`src/hw/fcr_cfg.svh`:
```
// Command and response controller configuration

`ifndef FCR_CFG_SVH
`define FCR_CFG_SVH

//////////////////////////////////////////////////
// Frame layout

`define FCR_BYTE_W 8
`define FCR_ADR_BYTES 6
`define FCR_DATA_BYTES 9
`define FCR_FRAME_BYTES 17

//////////////////////////////////////////////////
// Setting widths and reset values

`define FCR_VAL_W 12
`define FCR_VNUM_W 16

`define FCR_NSP_RST 11
`define FCR_NOC_RST 10
`define FCR_XMAX_RST 2047
`define FCR_YMAX_RST 1023

`endif

```
`src/hw/fcr_pkg.sv`:
```
// Command and response controller types

`include "fcr_cfg.svh"

package fcr_pkg;

   // Action byte, first byte of a frame
   typedef enum logic [`FCR_BYTE_W-1:0] {
      NOP = 8'h00,
      GET = 8'h01,
      SET = 8'h02
   } fcr_action_e;

   // Parameter byte, second byte of a frame
   typedef enum logic [`FCR_BYTE_W-1:0] {
      VNUM      = 8'h00,
      EL_RUN    = 8'h01,
      EL_TP     = 8'h02,
      DE_NOP    = 8'h03,
      NSP       = 8'h04,
      NOC       = 8'h05,
      X_LOC_MAX = 8'h06,
      Y_LOC_MAX = 8'h07,
      EL_RUN_2  = 8'h08
   } fcr_param_e;

   // One decoded command, MSB first on the wire
   typedef struct packed {
      fcr_action_e                             action;
      fcr_param_e                              param;
      logic [`FCR_ADR_BYTES*`FCR_BYTE_W-1:0]   adr;
      logic [`FCR_DATA_BYTES*`FCR_BYTE_W-1:0]  data;
   } fcr_cmd_t;

   // Response frame, field order is byte order
   typedef struct packed {
      logic                                    err;
      logic [`FCR_BYTE_W-2:0]                  action;
      fcr_param_e                              param;
      logic [`FCR_ADR_BYTES*`FCR_BYTE_W-1:0]   adr;
      logic [`FCR_DATA_BYTES*`FCR_BYTE_W-1:0]  data;
   } fcr_rsp_t;

   // Held settings toward the detector
   typedef struct packed {
      logic [`FCR_VAL_W-1:0] nsp;
      logic [`FCR_VAL_W-1:0] noc;
      logic [`FCR_VAL_W-1:0] x_loc_max;
      logic [`FCR_VAL_W-1:0] y_loc_max;
      logic                  test_pat;
   } fcr_settings_t;

   // Single-cycle control pulses
   typedef struct packed {
      logic el_run;
      logic el_run_2;
      logic de_nop;
   } fcr_pulses_t;

endpackage

```
`src/hw/fcr_byte_rx.sv`:
```
// Command byte receiver

`include "fcr_cfg.svh"

module fcr_byte_rx (
   input  logic                   clk,
   input  logic                   i_rst_n,
   input  logic                   i_cmd_req,
   input  logic [`FCR_BYTE_W-1:0] i_cmd_data,
   input  logic                   i_hold,
   output logic                   o_cmd_ack,
   output logic                   o_byte_vld,
   output logic [`FCR_BYTE_W-1:0] o_byte
);

   logic take;

   // New request seen and nothing downstream is holding us off
   assign take = i_cmd_req && !o_cmd_ack && !i_hold;

   //////////////////////////////////////////////////
   // Four-phase handshake

   always_ff @(posedge clk or negedge i_rst_n) begin
      if (!i_rst_n) begin
         o_cmd_ack  <= 1'b0;
         o_byte_vld <= 1'b0;
      end else begin
         o_byte_vld <= 1'b0;
         if (take) begin
            o_cmd_ack <= 1'b1;
         end else if (o_cmd_ack && !i_cmd_req) begin
            // Host released, byte is complete
            o_cmd_ack  <= 1'b0;
            o_byte_vld <= 1'b1;
         end
      end
   end

   // Byte latched together with the ack
   always_ff @(posedge clk) begin
      if (take) begin
         o_byte <= i_cmd_data;
      end
   end

   // Ack may only rise after a cycle without hold
   a_no_ack_on_hold: assert property (
      @(posedge clk) disable iff (!i_rst_n)
      $rose(o_cmd_ack) |-> $past(!i_hold)
   ) else $error("cmd ack rose while receiver was held");

endmodule

```
`src/hw/fcr_cmd_parser.sv`:
```
// Command frame parser

`include "fcr_cfg.svh"

module fcr_cmd_parser (
   input  logic                   clk,
   input  logic                   i_rst_n,
   input  logic                   i_byte_vld,
   input  logic [`FCR_BYTE_W-1:0] i_byte,
   output logic                   o_cmd_vld,
   output fcr_pkg::fcr_cmd_t      o_cmd,
   output logic                   o_in_frame
);

   import fcr_pkg::*;

   localparam int POS_W = $clog2(`FCR_FRAME_BYTES);
   localparam logic [POS_W-1:0] LAST_POS = POS_W'(`FCR_FRAME_BYTES - 1);
   localparam int CMD_W = $bits(fcr_cmd_t);

   logic [POS_W-1:0] pos;
   logic             act_ok;
   logic             shift_en;

   // Only known actions may open a frame
   always_comb begin
      case (i_byte)
         NOP:     act_ok = 1'b1;
         GET:     act_ok = 1'b1;
         SET:     act_ok = 1'b1;
         default: act_ok = 1'b0;
      endcase
   end

   assign shift_en = i_byte_vld && ((pos != '0) || act_ok);

   //////////////////////////////////////////////////
   // Frame position and strobes

   always_ff @(posedge clk or negedge i_rst_n) begin
      if (!i_rst_n) begin
         pos        <= '0;
         o_cmd_vld  <= 1'b0;
         o_in_frame <= 1'b0;
      end else begin
         o_cmd_vld <= 1'b0;
         // Frame stays open through the strobe cycle so busy has no gap
         if (o_cmd_vld) begin
            o_in_frame <= 1'b0;
         end
         if (i_byte_vld) begin
            if (pos == '0) begin
               if (act_ok) begin
                  pos        <= pos + 1'b1;
                  o_in_frame <= 1'b1;
               end
            end else if (pos == LAST_POS) begin
               pos       <= '0;
               o_cmd_vld <= 1'b1;
            end else begin
               pos <= pos + 1'b1;
            end
         end
      end
   end

   //////////////////////////////////////////////////
   // Field assembly

   // Fields are in wire order, so a byte shift fills them all
   always_ff @(posedge clk) begin
      if (shift_en) begin
         o_cmd <= fcr_cmd_t'({o_cmd[CMD_W-`FCR_BYTE_W-1:0], i_byte});
      end
   end

   a_pos_range: assert property (
      @(posedge clk) disable iff (!i_rst_n)
      pos <= LAST_POS
   ) else $error("frame position past last byte");

endmodule

```
`src/hw/fcr_cmd_exec.sv`:
```
// Command execution and settings

`include "fcr_cfg.svh"

module fcr_cmd_exec (
   input  logic                   clk,
   input  logic                   i_rst_n,
   input  logic                   i_cmd_vld,
   input  fcr_pkg::fcr_cmd_t      i_cmd,
   input  logic [`FCR_VNUM_W-1:0] i_vnum,
   output fcr_pkg::fcr_settings_t o_settings,
   output fcr_pkg::fcr_pulses_t   o_pulses,
   output logic                   o_rsp_vld,
   output fcr_pkg::fcr_rsp_t      o_rsp,
   output logic                   o_pending
);

   import fcr_pkg::*;

   localparam int DATA_W = `FCR_DATA_BYTES * `FCR_BYTE_W;

   localparam fcr_settings_t SETTINGS_RST = '{
      nsp:       `FCR_VAL_W'(`FCR_NSP_RST),
      noc:       `FCR_VAL_W'(`FCR_NOC_RST),
      x_loc_max: `FCR_VAL_W'(`FCR_XMAX_RST),
      y_loc_max: `FCR_VAL_W'(`FCR_YMAX_RST),
      test_pat:  1'b0
   };

   logic              nxt_err;
   logic [DATA_W-1:0] nxt_data;
   fcr_settings_t     nxt_set;
   fcr_pulses_t       nxt_pls;

   //////////////////////////////////////////////////
   // Decode

   always_comb begin
      nxt_err  = 1'b0;
      nxt_data = '0;
      nxt_set  = o_settings;
      nxt_pls  = '0;
      case (i_cmd.action)
         NOP: begin
            nxt_data = '0;
         end
         GET: begin
            if (i_cmd.param == VNUM) begin
               nxt_data = DATA_W'(i_vnum);
            end else begin
               nxt_err = 1'b1;
            end
         end
         SET: begin
            case (i_cmd.param)
               EL_RUN: begin
                  nxt_pls.el_run = 1'b1;
                  nxt_data       = DATA_W'(1);
               end
               EL_RUN_2: begin
                  nxt_pls.el_run_2 = 1'b1;
                  nxt_data         = DATA_W'(1);
               end
               DE_NOP: begin
                  nxt_pls.de_nop = 1'b1;
                  nxt_data       = DATA_W'(1);
               end
               EL_TP: begin
                  nxt_set.test_pat = i_cmd.data[0];
                  nxt_data         = DATA_W'(i_cmd.data[0]);
               end
               // Numeric settings take the low bits and echo the whole field
               NSP: begin
                  nxt_set.nsp = i_cmd.data[`FCR_VAL_W-1:0];
                  nxt_data    = i_cmd.data;
               end
               NOC: begin
                  nxt_set.noc = i_cmd.data[`FCR_VAL_W-1:0];
                  nxt_data    = i_cmd.data;
               end
               X_LOC_MAX: begin
                  nxt_set.x_loc_max = i_cmd.data[`FCR_VAL_W-1:0];
                  nxt_data          = i_cmd.data;
               end
               Y_LOC_MAX: begin
                  nxt_set.y_loc_max = i_cmd.data[`FCR_VAL_W-1:0];
                  nxt_data          = i_cmd.data;
               end
               default: nxt_err = 1'b1;
            endcase
         end
         default: nxt_err = 1'b1;
      endcase
   end

   //////////////////////////////////////////////////
   // Settings, pulses and response strobe

   always_ff @(posedge clk or negedge i_rst_n) begin
      if (!i_rst_n) begin
         o_settings <= SETTINGS_RST;
         o_pulses   <= '0;
         o_rsp_vld  <= 1'b0;
      end else begin
         o_rsp_vld <= i_cmd_vld;
         o_pulses  <= '0;
         if (i_cmd_vld) begin
            o_settings <= nxt_set;
            o_pulses   <= nxt_pls;
         end
      end
   end

   always_ff @(posedge clk) begin
      if (i_cmd_vld) begin
         o_rsp.err    <= nxt_err;
         o_rsp.action <= 7'(i_cmd.action);
         o_rsp.param  <= i_cmd.param;
         o_rsp.adr    <= i_cmd.adr;
         o_rsp.data   <= nxt_data;
      end
   end

   // Bridges the cycle before the transmitter reports busy
   assign o_pending = o_rsp_vld;

   a_one_pulse: assert property (
      @(posedge clk) disable iff (!i_rst_n)
      $onehot0(o_pulses)
   ) else $error("more than one control pulse active");

endmodule

```
`src/hw/fcr_rsp_tx.sv`:
```
// Response frame transmitter

`include "fcr_cfg.svh"

module fcr_rsp_tx (
   input  logic                   clk,
   input  logic                   i_rst_n,
   input  logic                   i_rsp_vld,
   input  fcr_pkg::fcr_rsp_t      i_rsp,
   input  logic                   i_rsp_ack,
   output logic                   o_rsp_req,
   output logic [`FCR_BYTE_W-1:0] o_rsp_data,
   output logic                   o_busy
);

   import fcr_pkg::*;

   localparam int RSP_W = $bits(fcr_rsp_t);
   localparam int IDX_W = $clog2(`FCR_FRAME_BYTES);
   localparam logic [IDX_W-1:0] LAST_IDX = IDX_W'(`FCR_FRAME_BYTES - 1);

   typedef enum logic [1:0] {
      IDLE,
      REQ,
      WAIT_LOW
   } tx_state_e;

   tx_state_e        state;
   logic [IDX_W-1:0] idx;
   logic [RSP_W-1:0] frame;

   // Current byte is always the top of the shift register
   assign o_rsp_data = frame[RSP_W-1 -: `FCR_BYTE_W];
   assign o_busy     = (state != IDLE);

   //////////////////////////////////////////////////
   // Byte sequencing

   always_ff @(posedge clk or negedge i_rst_n) begin
      if (!i_rst_n) begin
         state     <= IDLE;
         idx       <= '0;
         o_rsp_req <= 1'b0;
      end else begin
         case (state)
            IDLE: begin
               if (i_rsp_vld) begin
                  idx       <= '0;
                  o_rsp_req <= 1'b1;
                  state     <= REQ;
               end
            end
            REQ: begin
               if (i_rsp_ack) begin
                  o_rsp_req <= 1'b0;
                  state     <= WAIT_LOW;
               end
            end
            WAIT_LOW: begin
               if (!i_rsp_ack) begin
                  if (idx == LAST_IDX) begin
                     state <= IDLE;
                  end else begin
                     idx       <= idx + 1'b1;
                     o_rsp_req <= 1'b1;
                     state     <= REQ;
                  end
               end
            end
            default: begin
               o_rsp_req <= 1'b0;
               state     <= IDLE;
            end
         endcase
      end
   end

   always_ff @(posedge clk) begin
      if (state == IDLE && i_rsp_vld) begin
         frame <= i_rsp;
      end else if (state == WAIT_LOW && !i_rsp_ack) begin
         frame <= {frame[RSP_W-`FCR_BYTE_W-1:0], {`FCR_BYTE_W{1'b0}}};
      end
   end

   a_req_in_busy: assert property (
      @(posedge clk) disable iff (!i_rst_n)
      o_rsp_req |-> o_busy
   ) else $error("rsp req high outside a response frame");

endmodule

```
`src/hw/fcr_ctrl.sv`:
```
// Command and response controller top

`include "fcr_cfg.svh"

module fcr_ctrl (
   input  logic                   clk,
   input  logic                   i_rst_n,
   input  logic                   i_cmd_req,
   input  logic [`FCR_BYTE_W-1:0] i_cmd_data,
   output logic                   o_cmd_ack,
   output logic                   o_rsp_req,
   output logic [`FCR_BYTE_W-1:0] o_rsp_data,
   input  logic                   i_rsp_ack,
   output logic                   o_busy,
   input  logic [`FCR_VNUM_W-1:0] i_vnum,
   output fcr_pkg::fcr_settings_t o_settings,
   output fcr_pkg::fcr_pulses_t   o_pulses
);

   import fcr_pkg::*;

   logic                   byte_vld;
   logic [`FCR_BYTE_W-1:0] byte_data;
   logic                   cmd_vld;
   fcr_cmd_t               cmd;
   logic                   in_frame;
   logic                   rsp_vld;
   fcr_rsp_t               rsp;
   logic                   pending;
   logic                   tx_busy;
   logic                   hold;

   // No new command bytes while a response is queued or going out
   assign hold   = pending | tx_busy;
   assign o_busy = in_frame | pending | tx_busy;

   fcr_byte_rx u_byte_rx (
      .clk        (clk),
      .i_rst_n    (i_rst_n),
      .i_cmd_req  (i_cmd_req),
      .i_cmd_data (i_cmd_data),
      .i_hold     (hold),
      .o_cmd_ack  (o_cmd_ack),
      .o_byte_vld (byte_vld),
      .o_byte     (byte_data)
   );

   fcr_cmd_parser u_cmd_parser (
      .clk        (clk),
      .i_rst_n    (i_rst_n),
      .i_byte_vld (byte_vld),
      .i_byte     (byte_data),
      .o_cmd_vld  (cmd_vld),
      .o_cmd      (cmd),
      .o_in_frame (in_frame)
   );

   fcr_cmd_exec u_cmd_exec (
      .clk        (clk),
      .i_rst_n    (i_rst_n),
      .i_cmd_vld  (cmd_vld),
      .i_cmd      (cmd),
      .i_vnum     (i_vnum),
      .o_settings (o_settings),
      .o_pulses   (o_pulses),
      .o_rsp_vld  (rsp_vld),
      .o_rsp      (rsp),
      .o_pending  (pending)
   );

   fcr_rsp_tx u_rsp_tx (
      .clk        (clk),
      .i_rst_n    (i_rst_n),
      .i_rsp_vld  (rsp_vld),
      .i_rsp      (rsp),
      .i_rsp_ack  (i_rsp_ack),
      .o_rsp_req  (o_rsp_req),
      .o_rsp_data (o_rsp_data),
      .o_busy     (tx_busy)
   );

endmodule

```
`config.mk`:
```
export PLATFORM = sky130hd
export DESIGN_NAME = fcr_ctrl
export DESIGN_NICKNAME = d
export VERILOG_FILES = /design/src/hw/fcr_pkg.sv /design/src/hw/fcr_byte_rx.sv /design/src/hw/fcr_cmd_parser.sv /design/src/hw/fcr_cmd_exec.sv /design/src/hw/fcr_rsp_tx.sv /design/src/hw/fcr_ctrl.sv
export VERILOG_INCLUDE_DIRS = /design/src /design/src/hw
export SDC_FILE = /design/constraint.sdc
export NUM_CORES = 1
export LEC_CHECK = 0
export BUFFER_PORTS_ARGS = -buffer_cell sky130_fd_sc_hd__buf_2
export CORE_MARGIN = 5
export CORE_UTILIZATION = 55
export CTS_CLUSTER_SIZE = 14
export DETAILED_ROUTE_END_ITERATION = 7
export PLACE_DENSITY_LB_ADDON = 0.1
export SYNTH_ARGS = -nofsm -noshare
export SYNTH_HDL_FRONTEND = slang
export SYNTH_SLANG_ARGS = --single-unit
```
`constraint.sdc`:
```
create_clock -name clk -period 8.4 [get_ports clk]
set_input_delay 1.26 -clock clk [delete_from_list [all_inputs] [get_ports clk]]
set_output_delay 1.26 -clock clk [all_outputs]
set_load 0.01 [all_outputs]
```
## Word level (Yosys, flattened, before mapping)

Index checks and enable logic that the tools add are counted.

| storage, ports and cells | value |
|---|---|
| bits in registers | 486 |
| word-level logic and storage cells | 130 |

| operators by class | value |
|---|---|
| $add $sub $neg | 2 |
| equality and inequality tests | 21 |
| multiplexer cells | 42 |
| bitwise logic cells | 3 |
| reductions and logical operators | 34 |

Operators by type and width:

| cell | count |
|---|---|
| $mux 136 | 2 |
| $pmux 72 s3 | 1 |
| $pmux 72 s2 | 1 |
| $eq 8x2->1 const B | 4 |
| $eq 8x3->1 const B | 4 |
| $mux 5 | 6 |
| $eq 8x1->1 const B | 3 |
| $logic_not 8->1 | 3 |
| $mux 1 | 22 |
| $reduce_and 3->1 | 6 |
| $mux 16 | 1 |
| $add 5x1->5 const B | 2 |
| $eq 5x5->1 const B | 2 |
| $pmux 5 s2 | 1 |
| $eq 8x4->1 const B | 1 |
| $ne 2x2->1 const B | 4 |
| $reduce_and 4->1 | 2 |
| $reduce_bool 2->1 | 4 |
| $reduce_or 8->1 | 1 |
| $logic_and 1x1->1 | 6 |
| $mux 2 | 3 |
| $mux 3 | 2 |
| $pmux 1 s3 | 2 |
| $pmux 2 s3 | 1 |
| other kinds (12) | 18 |

## Logic depth before layout (Yosys ltp)

Gate-level depths: netlist of the first run.

| logic depth | value |
|---|---|
| word-level depth | 6 |
| mapped depth | 6 |
| depth with buffers taken out | 6 |

## Cells and area by module

From an unflattened synthesis of the first run, not the netlist that was laid out.

| second synthesis, totals | value |
|---|---|
| cell total of the unflattened synthesis | 913 |
| area, all modules | 17984.7 µm² |

Modules (own cells, without submodules):

| module | times used | cells an instance | area each (µm²) |
|---|---|---|---|
| fcr_cmd_exec | 1 | 364 | 6894.1 |
| fcr_rsp_tx | 1 | 349 | 6221.0 |
| fcr_cmd_parser | 1 | 184 | 4539.4 |
| fcr_byte_rx | 1 | 14 | 317.8 |
| fcr_ctrl | 1 | 2 | 12.5 |

## Worst setup path after synthesis of the first run

Ideal clock, no wire load.

| timing | value |
|---|---|
| path kind | input to register |
| from | input port i_rsp_ack |
| to | register u_rsp_tx.frame[0] (enable) |
| library setup time | 676 ps |
| data arrival time | 7933 ps |
| required time | 7724 ps |
| slack | -209 ps |
| stages on the path | 2 |
| buffers on the path | 0 |
| cells stage by stage | nand2b_1 > a21oi_1 |

| on the way | value |
|---|---|
| word-level cells in the longest chain between the ends | 3 |

RTL lines:

| item | RTL line | RTL |
|---|---|---|
| start: declaration | fcr_ctrl.sv:13 | `input logic i_rsp_ack,` |
| $logic_not 1->1 | -- |  |
| $logic_and 1x1->1 | fcr_rsp_tx.sv:81 | `end else if (state == WAIT_LOW && !i_rsp_ack) begin` |
| $reduce_bool 2->1 (no source line) | -- |  |
| end signal: assignment | fcr_rsp_tx.sv:80 | `frame <= i_rsp;` |
| end signal: assignment | fcr_rsp_tx.sv:82 | `` frame <= {frame[RSP_W-`FCR_BYTE_W-1:0], {`FCR_BYTE_W{1'b0}}}; `` |
| end: declaration | fcr_rsp_tx.sv:30 | `logic [RSP_W-1:0] frame;` |

Every way passes these cells.
A chain may end at the register's enable or synchronous reset.

## Final worst setup path of the first run

| timing | value |
|---|---|
| from | register u_byte_rx.o_byte[2] |
| to | register u_cmd_parser.o_cmd[108] in the netlist's numbering (enable) |

| on the way | value |
|---|---|
| word-level cells in the longest chain between the ends | 5 |
| elaborated cells between the ends (all ways) | 7 |
| those cells by class | 2 x eq/ne; 1 x mux; 4 x reduce/logical |

RTL lines:

| item | RTL line | RTL |
|---|---|---|
| start: declaration | fcr_byte_rx.sv:13 | `` output logic [`FCR_BYTE_W-1:0] o_byte `` |
| start signal: assignment | fcr_byte_rx.sv:43 | `o_byte <= i_cmd_data;` |
| $eq 8x1->1, or another cell as far along | fcr_cmd_parser.sv:27 | `case (i_byte)` |
| $reduce_or 3->1 (no source line) (*) | -- |  |
| $mux 1 (*) | fcr_cmd_parser.sv:27 |  |
| $logic_or 1x1->1 (*) | fcr_cmd_parser.sv:35 | `assign shift_en = i_byte_vld && ((pos != '0) \|\| act_ok);` |
| $logic_and 1x1->1 (*) | fcr_cmd_parser.sv:35 |  |
| named net u_cmd_parser.shift_en | fcr_cmd_parser.sv:23 | `logic shift_en;` |
| end signal: assignment | fcr_cmd_parser.sv:73 | `` o_cmd <= fcr_cmd_t'({o_cmd[CMD_W-`FCR_BYTE_W-1:0], i_byte}); `` |
| end: declaration | fcr_cmd_parser.sv:11 | `output fcr_pkg::fcr_cmd_t o_cmd,` |

The timed path passes the listed nets; every way through them passes the cells marked *.

==> results of run 1 <==
## final timing paths
check | cells after the start | to | start
worst min register to register | 0 | u_cmd_parser.o_cmd[53]$_DFFE_PP_ | u_cmd_parser.o_cmd[45]$_DFFE_PP_
worst min-delay path | 0 | u_cmd_parser.o_cmd[53]$_DFFE_PP_ | u_cmd_parser.o_cmd[45]$_DFFE_PP_
worst max register to register | 4 | u_cmd_parser.o_cmd[108]$_DFFE_PP_ | u_byte_rx.o_byte[2]$_DFFE_PP_
worst max-delay path | 4 | u_cmd_parser.o_cmd[108]$_DFFE_PP_ | u_byte_rx.o_byte[2]$_DFFE_PP_
max in group asynchronous | 2 | u_cmd_parser.o_cmd_vld$_DFF_PN0_ | i_rst_n
min in group asynchronous | 2 | u_rsp_tx.state[1]$_DFFE_PN0P_ | i_rst_n
## power by group through the flow
stage	Clock [mW]	Combinational (mW)	Sequential, mW
3_5_place_dp	0	0.171	2.95
3_3_place_gp	0	0.169	2.94
5_1_grt	2.19	0.187	2.91
6_report	2.03	0.166	2.90
2_1_floorplan	0	0.113	2.93
4_1_cts	2.09	0.173	2.90
## area by class of cell
cell class              count  share of cell area [%]
flip-flops and latches    486                    70.9
clock inverters            12                   0.671
well taps                 402                    2.50
multi-input cells         355                    16.3
clock buffers              69                    6.81
repair buffers            100                    2.61
inverters                  10                   0.186
## cell families after synthesis
| kind of cell | Yosys count |
|---|---|
| xor+xnor | 3 |
| mux | 179 |
| buf+inv | 49 |
| simple gates | 127 |
| fa+ha+maj | 4 |
| flops | 486 |
| compound gates | 42 |
## routing by layer
metal	up-vias	share of wire (%)	track usage, %
li1	3635	-	-
met3	40	4.1	3.23
met4	0	1.7	4.23
met5	-	0	0
met2	112	50	25.5
met1	3888	44	19.8
## per-stage QoR
stage	util, %	instances	setup slack [ps]	hold WS [ps]	power (mW)
CTS	63.5	1434	5020	435	5.16
global route	63.5	1434	4840	441	5.29
floorplan	-	890	2480	417	3.04
detailed placement	58.7	1353	4510	423	3.12
finish	63.5	1434	5090	432	5.09
global placement	58.7	1353	4530	421	3.11
## state kept, by name (all words and copies together), names as in the netlist, 2 cells and up
signal / flops
u_rsp_tx.frame: 136
u_cmd_exec.o_pulses: 3
u_rsp_tx.state: 2
u_rsp_tx.idx: 5
u_cmd_parser.pos: 5
u_cmd_parser.o_cmd: 136
u_cmd_exec.o_rsp: 136
u_byte_rx.o_byte: 8
u_cmd_exec.o_settings: 49
## synthesized netlist by cell type, types with 2 or more instances
master	count
a2111oi_0	2
a211oi_1	2
a21oi_1	4
a22o_1	15
and2_1	65
and3_1	2
buf_2	19
buf_4	9
clkbuf_1	10
dfrtp_1	44
dfstp_2	26
edfxtp_1	416
ha_1	4
inv_1	10
mux2_2	168
mux2_4	10
nand2_1	9
nand2b_1	3
nand3_1	8
nand4_1	5
nor2_1	15
nor2b_1	3
nor3_1	2
nor3b_1	2
nor4_4	2
nor4bb_1	2
o211ai_1	2
o21ai_0	8
o31ai_1	2
or4_1	2
xnor2_1	3
## critical path, stage by stage (launching register included)
cell and delay, ps:
edfxtp_1 380, or4_1 600, o211ai_1 190, and2_4 770, buf_4 920
==> impl_metrics.py, run 1 <==
metrics = {
    "grt": {
        "grt_first_pass_wirelength_um": 43400,
        "overflow": 0,
        "antenna_found_initial": 0,
        "grt_max_degree": 75,
        "grt_use_total_pct": 15.0,
        "grt_pass1_vias": 8162,
    },
    "clocking": {
        "cts_num_sinks": 486,
        "cts.hold.buffers_added": 0,
        "cts_buffer_depth": 3,
        "tritoncts": "yes",
        "htreeDepth": 2,
        "clk_pin_slew_ps": 60,
        "postCtsSetupBuffers": 0,
        "clock_latency_ps": 540,
        "numCtsBuffers": 48,
        "clockRootBuffer": "clkbuf_16",
        "cts_resized": 0,
    },
    "logic_synthesis": {
        "yosys.area_share.simple_pct": 4.51,
        "yosysTopAreaCell": "edfxtp_1",
        "synthFlopType": "edfxtp_1",
        "ys_async_sr_fraction_pct": 14.4,
        "synth_top_area_share_pct": 70.3,
        "yosysUniqueCellTypes": 47,
        "synthTopCellsByArea": "edfxtp_1 70%, mux2_2 11%, dfrtp_1 6.2%, dfstp_2 3.8%, and2_1 2.3%",
        "ys_seq_area_share_pct": 80.3,
        "synth_compound_area_share_pct": 1.79,
        "yosysWarnings": 0,
        "synth.area.mux_share_pct": 11.5,
        "synth-adder-area-share_pct": 0.282,
        "syn-cell-area_sq_um": 17800,
        "syn_nets": 922,
        "synth_top_family_by_area": "multiplexers",
        "synth_edf_count": 416,
        "synth-xor-area-share_pct": 0.148,
        "ys_seq_elements": 486,
        "avgSynthCellArea_sq_um": 20.0,
        "synthCells": 890,
    },
    "final_layout": {
        "multiInputGateArea_sq_um": 3280,
        "fin_nets": 1033,
        "drive_gt1_share_pct": 36.8,
        "n_fill_cell": 2216,
        "seq_area_sq_um": 14300,
        "diodes": 0,
        "final_common_cell": "edfxtp_1",
        "design_area_sq_um": 20100,
        "syn_to_final_growth_pct": 13.3,
        "final_cell_mix": "416 x edfxtp_1, 168 x mux2_2, 90 x buf_2",
    },
    "floorplan": {
        "die_x_um": 190,
        "rows": 65,
        "die_h_um": 190,
        "start_util_pct": 56.0,
        "die_area_sq_um": 36000,
        "ioPinCount": 91,
        "core-area_sq_um": 31700,
    },
    "sta": {
        "fin_worst_skew_ps": 19.1,
        "tightest_slew_ps": 1240,
        "timing.fmax_mhz": 302,
        "finalSetupTns_ps": 0,
        "hold_viol": 0,
        "maxSlewViolCount": 0,
        "fin_crit_sh_pct": 39.4,
        "maxSlewHeadroom_pct": 17.1,
        "fin_crit_ps": 3310,
        "rsz0062_at_grt": "false",
        "finalSetupViolCount": 0,
    },
    "route": {
        "wirelength_um": 26500,
        "drtIter0Drc": 452,
        "wl_per_cell_um": 18.5,
        "drt_pre_antenna_iters": 4,
        "ant_nets": 0,
        "viasPerCell": 5.35,
        "vias": 7675,
        "drcViolationCount": 0,
    },
    "power": {
        "power_leakage_nw": 7.32,
        "switchingPower_mw": 1.01,
        "p_comb_share_pct": 3.3,
        "pwr-share-seq_pct": 56.9,
        "internal_power_mw": 4.08,
        "power-per-cell-area_nw_per_um2": 253,
        "p_clk_share_pct": 39.8,
        "swShare_pct": 19.9,
        "ir_worst_vdd_mv": 0.149,
    },
    "setup_path": {
        "required_ps": 8540,
        "crit_fanout": 74,
        "crit_type": "flop to flop",
        "cp.arrival_ps": 3450,
        "regToRegSetupSlack_ps": 5090,
        "critPathCaptureType": "flop",
        "cp-start-kind": "flop",
    },
    "worst_hold_path": {
        "hold_class": "flop to flop",
    },
    "placement": {
        "placed_cell_area_sq_um": 18600,
        "routabilityCongestion": 0.729,
        "portBuffers": 90,
        "dp_hpwl_um": 14600,
    },
    "status": {
        "outcome": "complete, no violations",
    },
    "run": {
        "cap_viol_max_count": 0,
    },
}
Note: power is estimated with default switching activity, not from simulation.
==> run 2, diff against run 1 <==
--- a/config.mk
+++ b/config.mk
@@ -6,6 +6,7 @@
 export SDC_FILE = /design/constraint.sdc
 export NUM_CORES = 1
 export LEC_CHECK = 0
+export ABC_AREA = 1
 export BUFFER_PORTS_ARGS = -buffer_cell sky130_fd_sc_hd__buf_2
 export CORE_MARGIN = 5
 export CORE_UTILIZATION = 55
==> constraint.sdc (replaced) <==
create_clock -name clk -period 2.8 [get_ports clk]
set_input_delay 0.42 -clock clk [delete_from_list [all_inputs] [get_ports clk]]
set_output_delay 0.42 -clock clk [all_outputs]
set_load 0.01 [all_outputs]
==> run 2 against run 1 <==
  * Design area rose by 2.0%
  * Via count up 17%
  * Non-clock buffer count rose by 11
  * Global-route usage increased by 2.3 points
  * Power increased to 3.0 times the previous value
  * Critical path depth increased by 4
  * Largest power group unchanged
  * Highest routed layer unchanged
==> impl_metrics.py, run 2 <==
metrics = {
    "route": {
        "drcViolationCount": 0,
        "viasPerCell": 5.19,
        "vias": 8948,
        "drtIter0Drc": 517,
        "ant_nets": 0,
        "drt_pre_antenna_iters": 5,
        "wl_per_cell_um": 17.9,
        "wirelength_um": 30900,
    },
    "clocking": {
        "tritoncts": "yes",
        "clk_pin_slew_ps": 60,
        "cts_num_sinks": 486,
        "clockRootBuffer": "clkbuf_16",
        "htreeDepth": 2,
        "cts_buffer_depth": 3,
        "postCtsSetupBuffers": 0,
        "numCtsBuffers": 48,
        "cts_resized": 0,
        "clock_latency_ps": 530,
    },
    "final_layout": {
        "drive_gt1_share_pct": 27.4,
        "design_area_sq_um": 20500,
        "fin_nets": 1277,
        "utilization_pct": 63.3,
        "diodes": 0,
        "final_common_cell": "edfxtp_1",
        "biggestRegsByFlops": "u_cmd_exec.o_rsp: 136 flops, u_cmd_parser.o_cmd: 136 flops, u_rsp_tx.frame: 136 flops",
        "syn_to_final_growth_pct": 13.8,
        "final_cell_mix": "416 x edfxtp_1, 172 x nand2_1, 128 x mux2_2",
    },
    "placement": {
        "routabilityCongestion": 0.816,
        "dp_hpwl_um": 17900,
        "placed_cell_area_sq_um": 19100,
        "place_ws_ps": 715,
        "portBuffers": 90,
    },
    "power": {
        "power-per-cell-area_nw_per_um2": 744,
        "ir_worst_vdd_mv": 0.573,
        "switchingPower_mw": 3.26,
        "swShare_pct": 21.3,
        "power_leakage_nw": 7.21,
        "pwr-share-seq_pct": 57.2,
        "power_mw": 15.3,
        "p_comb_share_pct": 4.4,
        "p_clk_share_pct": 38.4,
        "internal_power_mw": 12.0,
    },
    "logic_synthesis": {
        "synthTopCellsByArea": "edfxtp_1 69%, mux2_2 8.0%, dfrtp_1 6.1%, dfstp_2 3.8%, nand2_1 3.6%",
        "post-synth-top-count-cell": "edfxtp_1",
        "synthFlopType": "edfxtp_1",
        "syn-cell-area_sq_um": 18100,
        "synth_top_area_share_pct": 69.2,
        "synth_edf_count": 416,
        "ys_seq_elements": 486,
        "synth.top_cells.by_count": "416 x edfxtp_1, 174 x nand2_1, 128 x mux2_2",
        "avgSynthCellArea_sq_um": 15.9,
        "yosysTopAreaCell": "edfxtp_1",
        "synthCells": 1136,
        "yosysWarnings": 0,
        "syn_nets": 1168,
        "ys_seq_area_share_pct": 79.1,
        "ys_async_sr_fraction_pct": 14.4,
        "yosysUniqueCellTypes": 30,
    },
    "sta": {
        "hold_viol": 0,
        "fin_crit_sh_pct": 74.6,
        "timing.fmax_mhz": 478,
        "finalSetupTns_ps": 0,
        "maxSlewHeadroom_pct": 55.9,
        "tightest_slew_ps": 661,
        "fin_worst_skew_ps": 13.9,
        "fin_crit_ps": 2090,
        "layout_setup_ws_ps": 710,
        "maxSlewViolCount": 0,
        "rsz0062_at_grt": "false",
        "finalSetupViolCount": 0,
    },
    "setup_path": {
        "required_ps": 3070,
        "max_stage_delay_ps": 550,
        "cp_common_cell": "nor2_1",
        "cp.buffers_inverters": 2,
        "critPathCaptureType": "flop",
        "crit_fanout": 56,
        "crit_chain": "nor2_1 > nand2_1 > nor2_1 > nor2_1 > nand2_2 > inv_2 > buf_12 > nor2_1",
        "cp-start-kind": "flop",
        "cp.arrival_ps": 2360,
        "crit_type": "flop to flop",
        "crit_family": "simple AND/OR/NAND/NOR gates",
        "cpMaxStageDelayCell": "edfxtp_1",
    },
    "floorplan": {
        "rows": 66,
        "start_util_pct": 55.6,
        "die_h_um": 191,
        "core-area_sq_um": 32500,
        "ioPinCount": 91,
        "die_area_sq_um": 36500,
        "die_x_um": 191,
    },
    "grt": {
        "grt_max_degree": 93,
        "overflow": 0,
        "grt_pass1_vias": 9358,
        "grt_first_pass_wirelength_um": 49800,
        "grt_use_total_pct": 17.3,
        "antenna_found_initial": 0,
    },
    "status": {
        "outcome": "complete, no violations",
    },
    "worst_hold_path": {
        "hold_class": "input port to flop",
    },
    "run": {
        "cap_viol_max_count": 0,
    },
}
-- run 2: power groups by stage --
stage	clock network, mW	registers, mW	logic, mW
5_1_grt	6.37	8.79	0.764
4_1_cts	6.02	8.75	0.698
2_1_floorplan	0	8.80	0.448
3_3_place_gp	0	8.88	0.679
3_5_place_dp	0	8.90	0.695
6_report	5.87	8.74	0.677
-- run 2: cells by family after synthesis --
| group | share of synthesized area, % |
|---|---|
| DFF | 79.1 |
| muxes | 7.98 |
| adders and majority gates | 0.277 |
| AOI/OAI and AO/OA | 1.93 |
| and+or+nand+nor | 7.62 |
| xor gates and xnor gates | 0.146 |
| buffers and inverters | 2.97 |
-- run 2: worst paths after layout --
kind | from | to | slack, ps | cells past startpoint
setup / recovery | u_cmd_parser.o_cmd[120]$_DFFE_PP_ | u_cmd_exec.o_rsp[32]$_DFFE_PP_ | 710 | 8
setup reg to reg | u_cmd_parser.o_cmd[120]$_DFFE_PP_ | u_cmd_exec.o_rsp[32]$_DFFE_PP_ | 710 | 8
max in group asynchronous | i_rst_n | u_cmd_exec.o_settings[12]$_DFFE_PN0P_ | 1760 | 3
min in group asynchronous | i_rst_n | u_byte_rx.o_byte_vld$_DFF_PN0_ | 240 | 2
hold / removal | i_cmd_req | u_byte_rx.o_byte_vld$_DFF_PN0_ | 50 | 2
hold reg to reg | u_cmd_parser.o_cmd[110]$_DFFE_PP_ | u_cmd_parser.o_cmd[118]$_DFFE_PP_ | 440 | 0
-- run 2: final cells by class --
type	count	area, sq um
flip-flops and latches	486	14300
fillers	2380	11900
multi-input cells	534	3300
clock buffers	63	1310
repair buffers	111	711
well taps	442	553
inverters	64	244
clock inverters	24	135
-- run 2: per-stage QoR --
step	hold WS, ps	std cells
floorplan	124	1136
global placement	244	1636
detailed placement	250	1636
CTS	39.1	1724
global route	32.4	1724
finish	54.4	1724
-- run 2: per-layer routing --
layer / share of wire, % / global-route usage, %
met5: 0 / 0
met4: 1.4 / 3.59
met3: 3.6 / 2.96
met2: 52 / 30.5
met1: 43 / 22.9
-- run 2: timing repair --
item / CTS / global route
endpoints found under the setup margin: 0 / 0
hold endpoints to repair: 20 / 0
hold buffers: 1 / 0
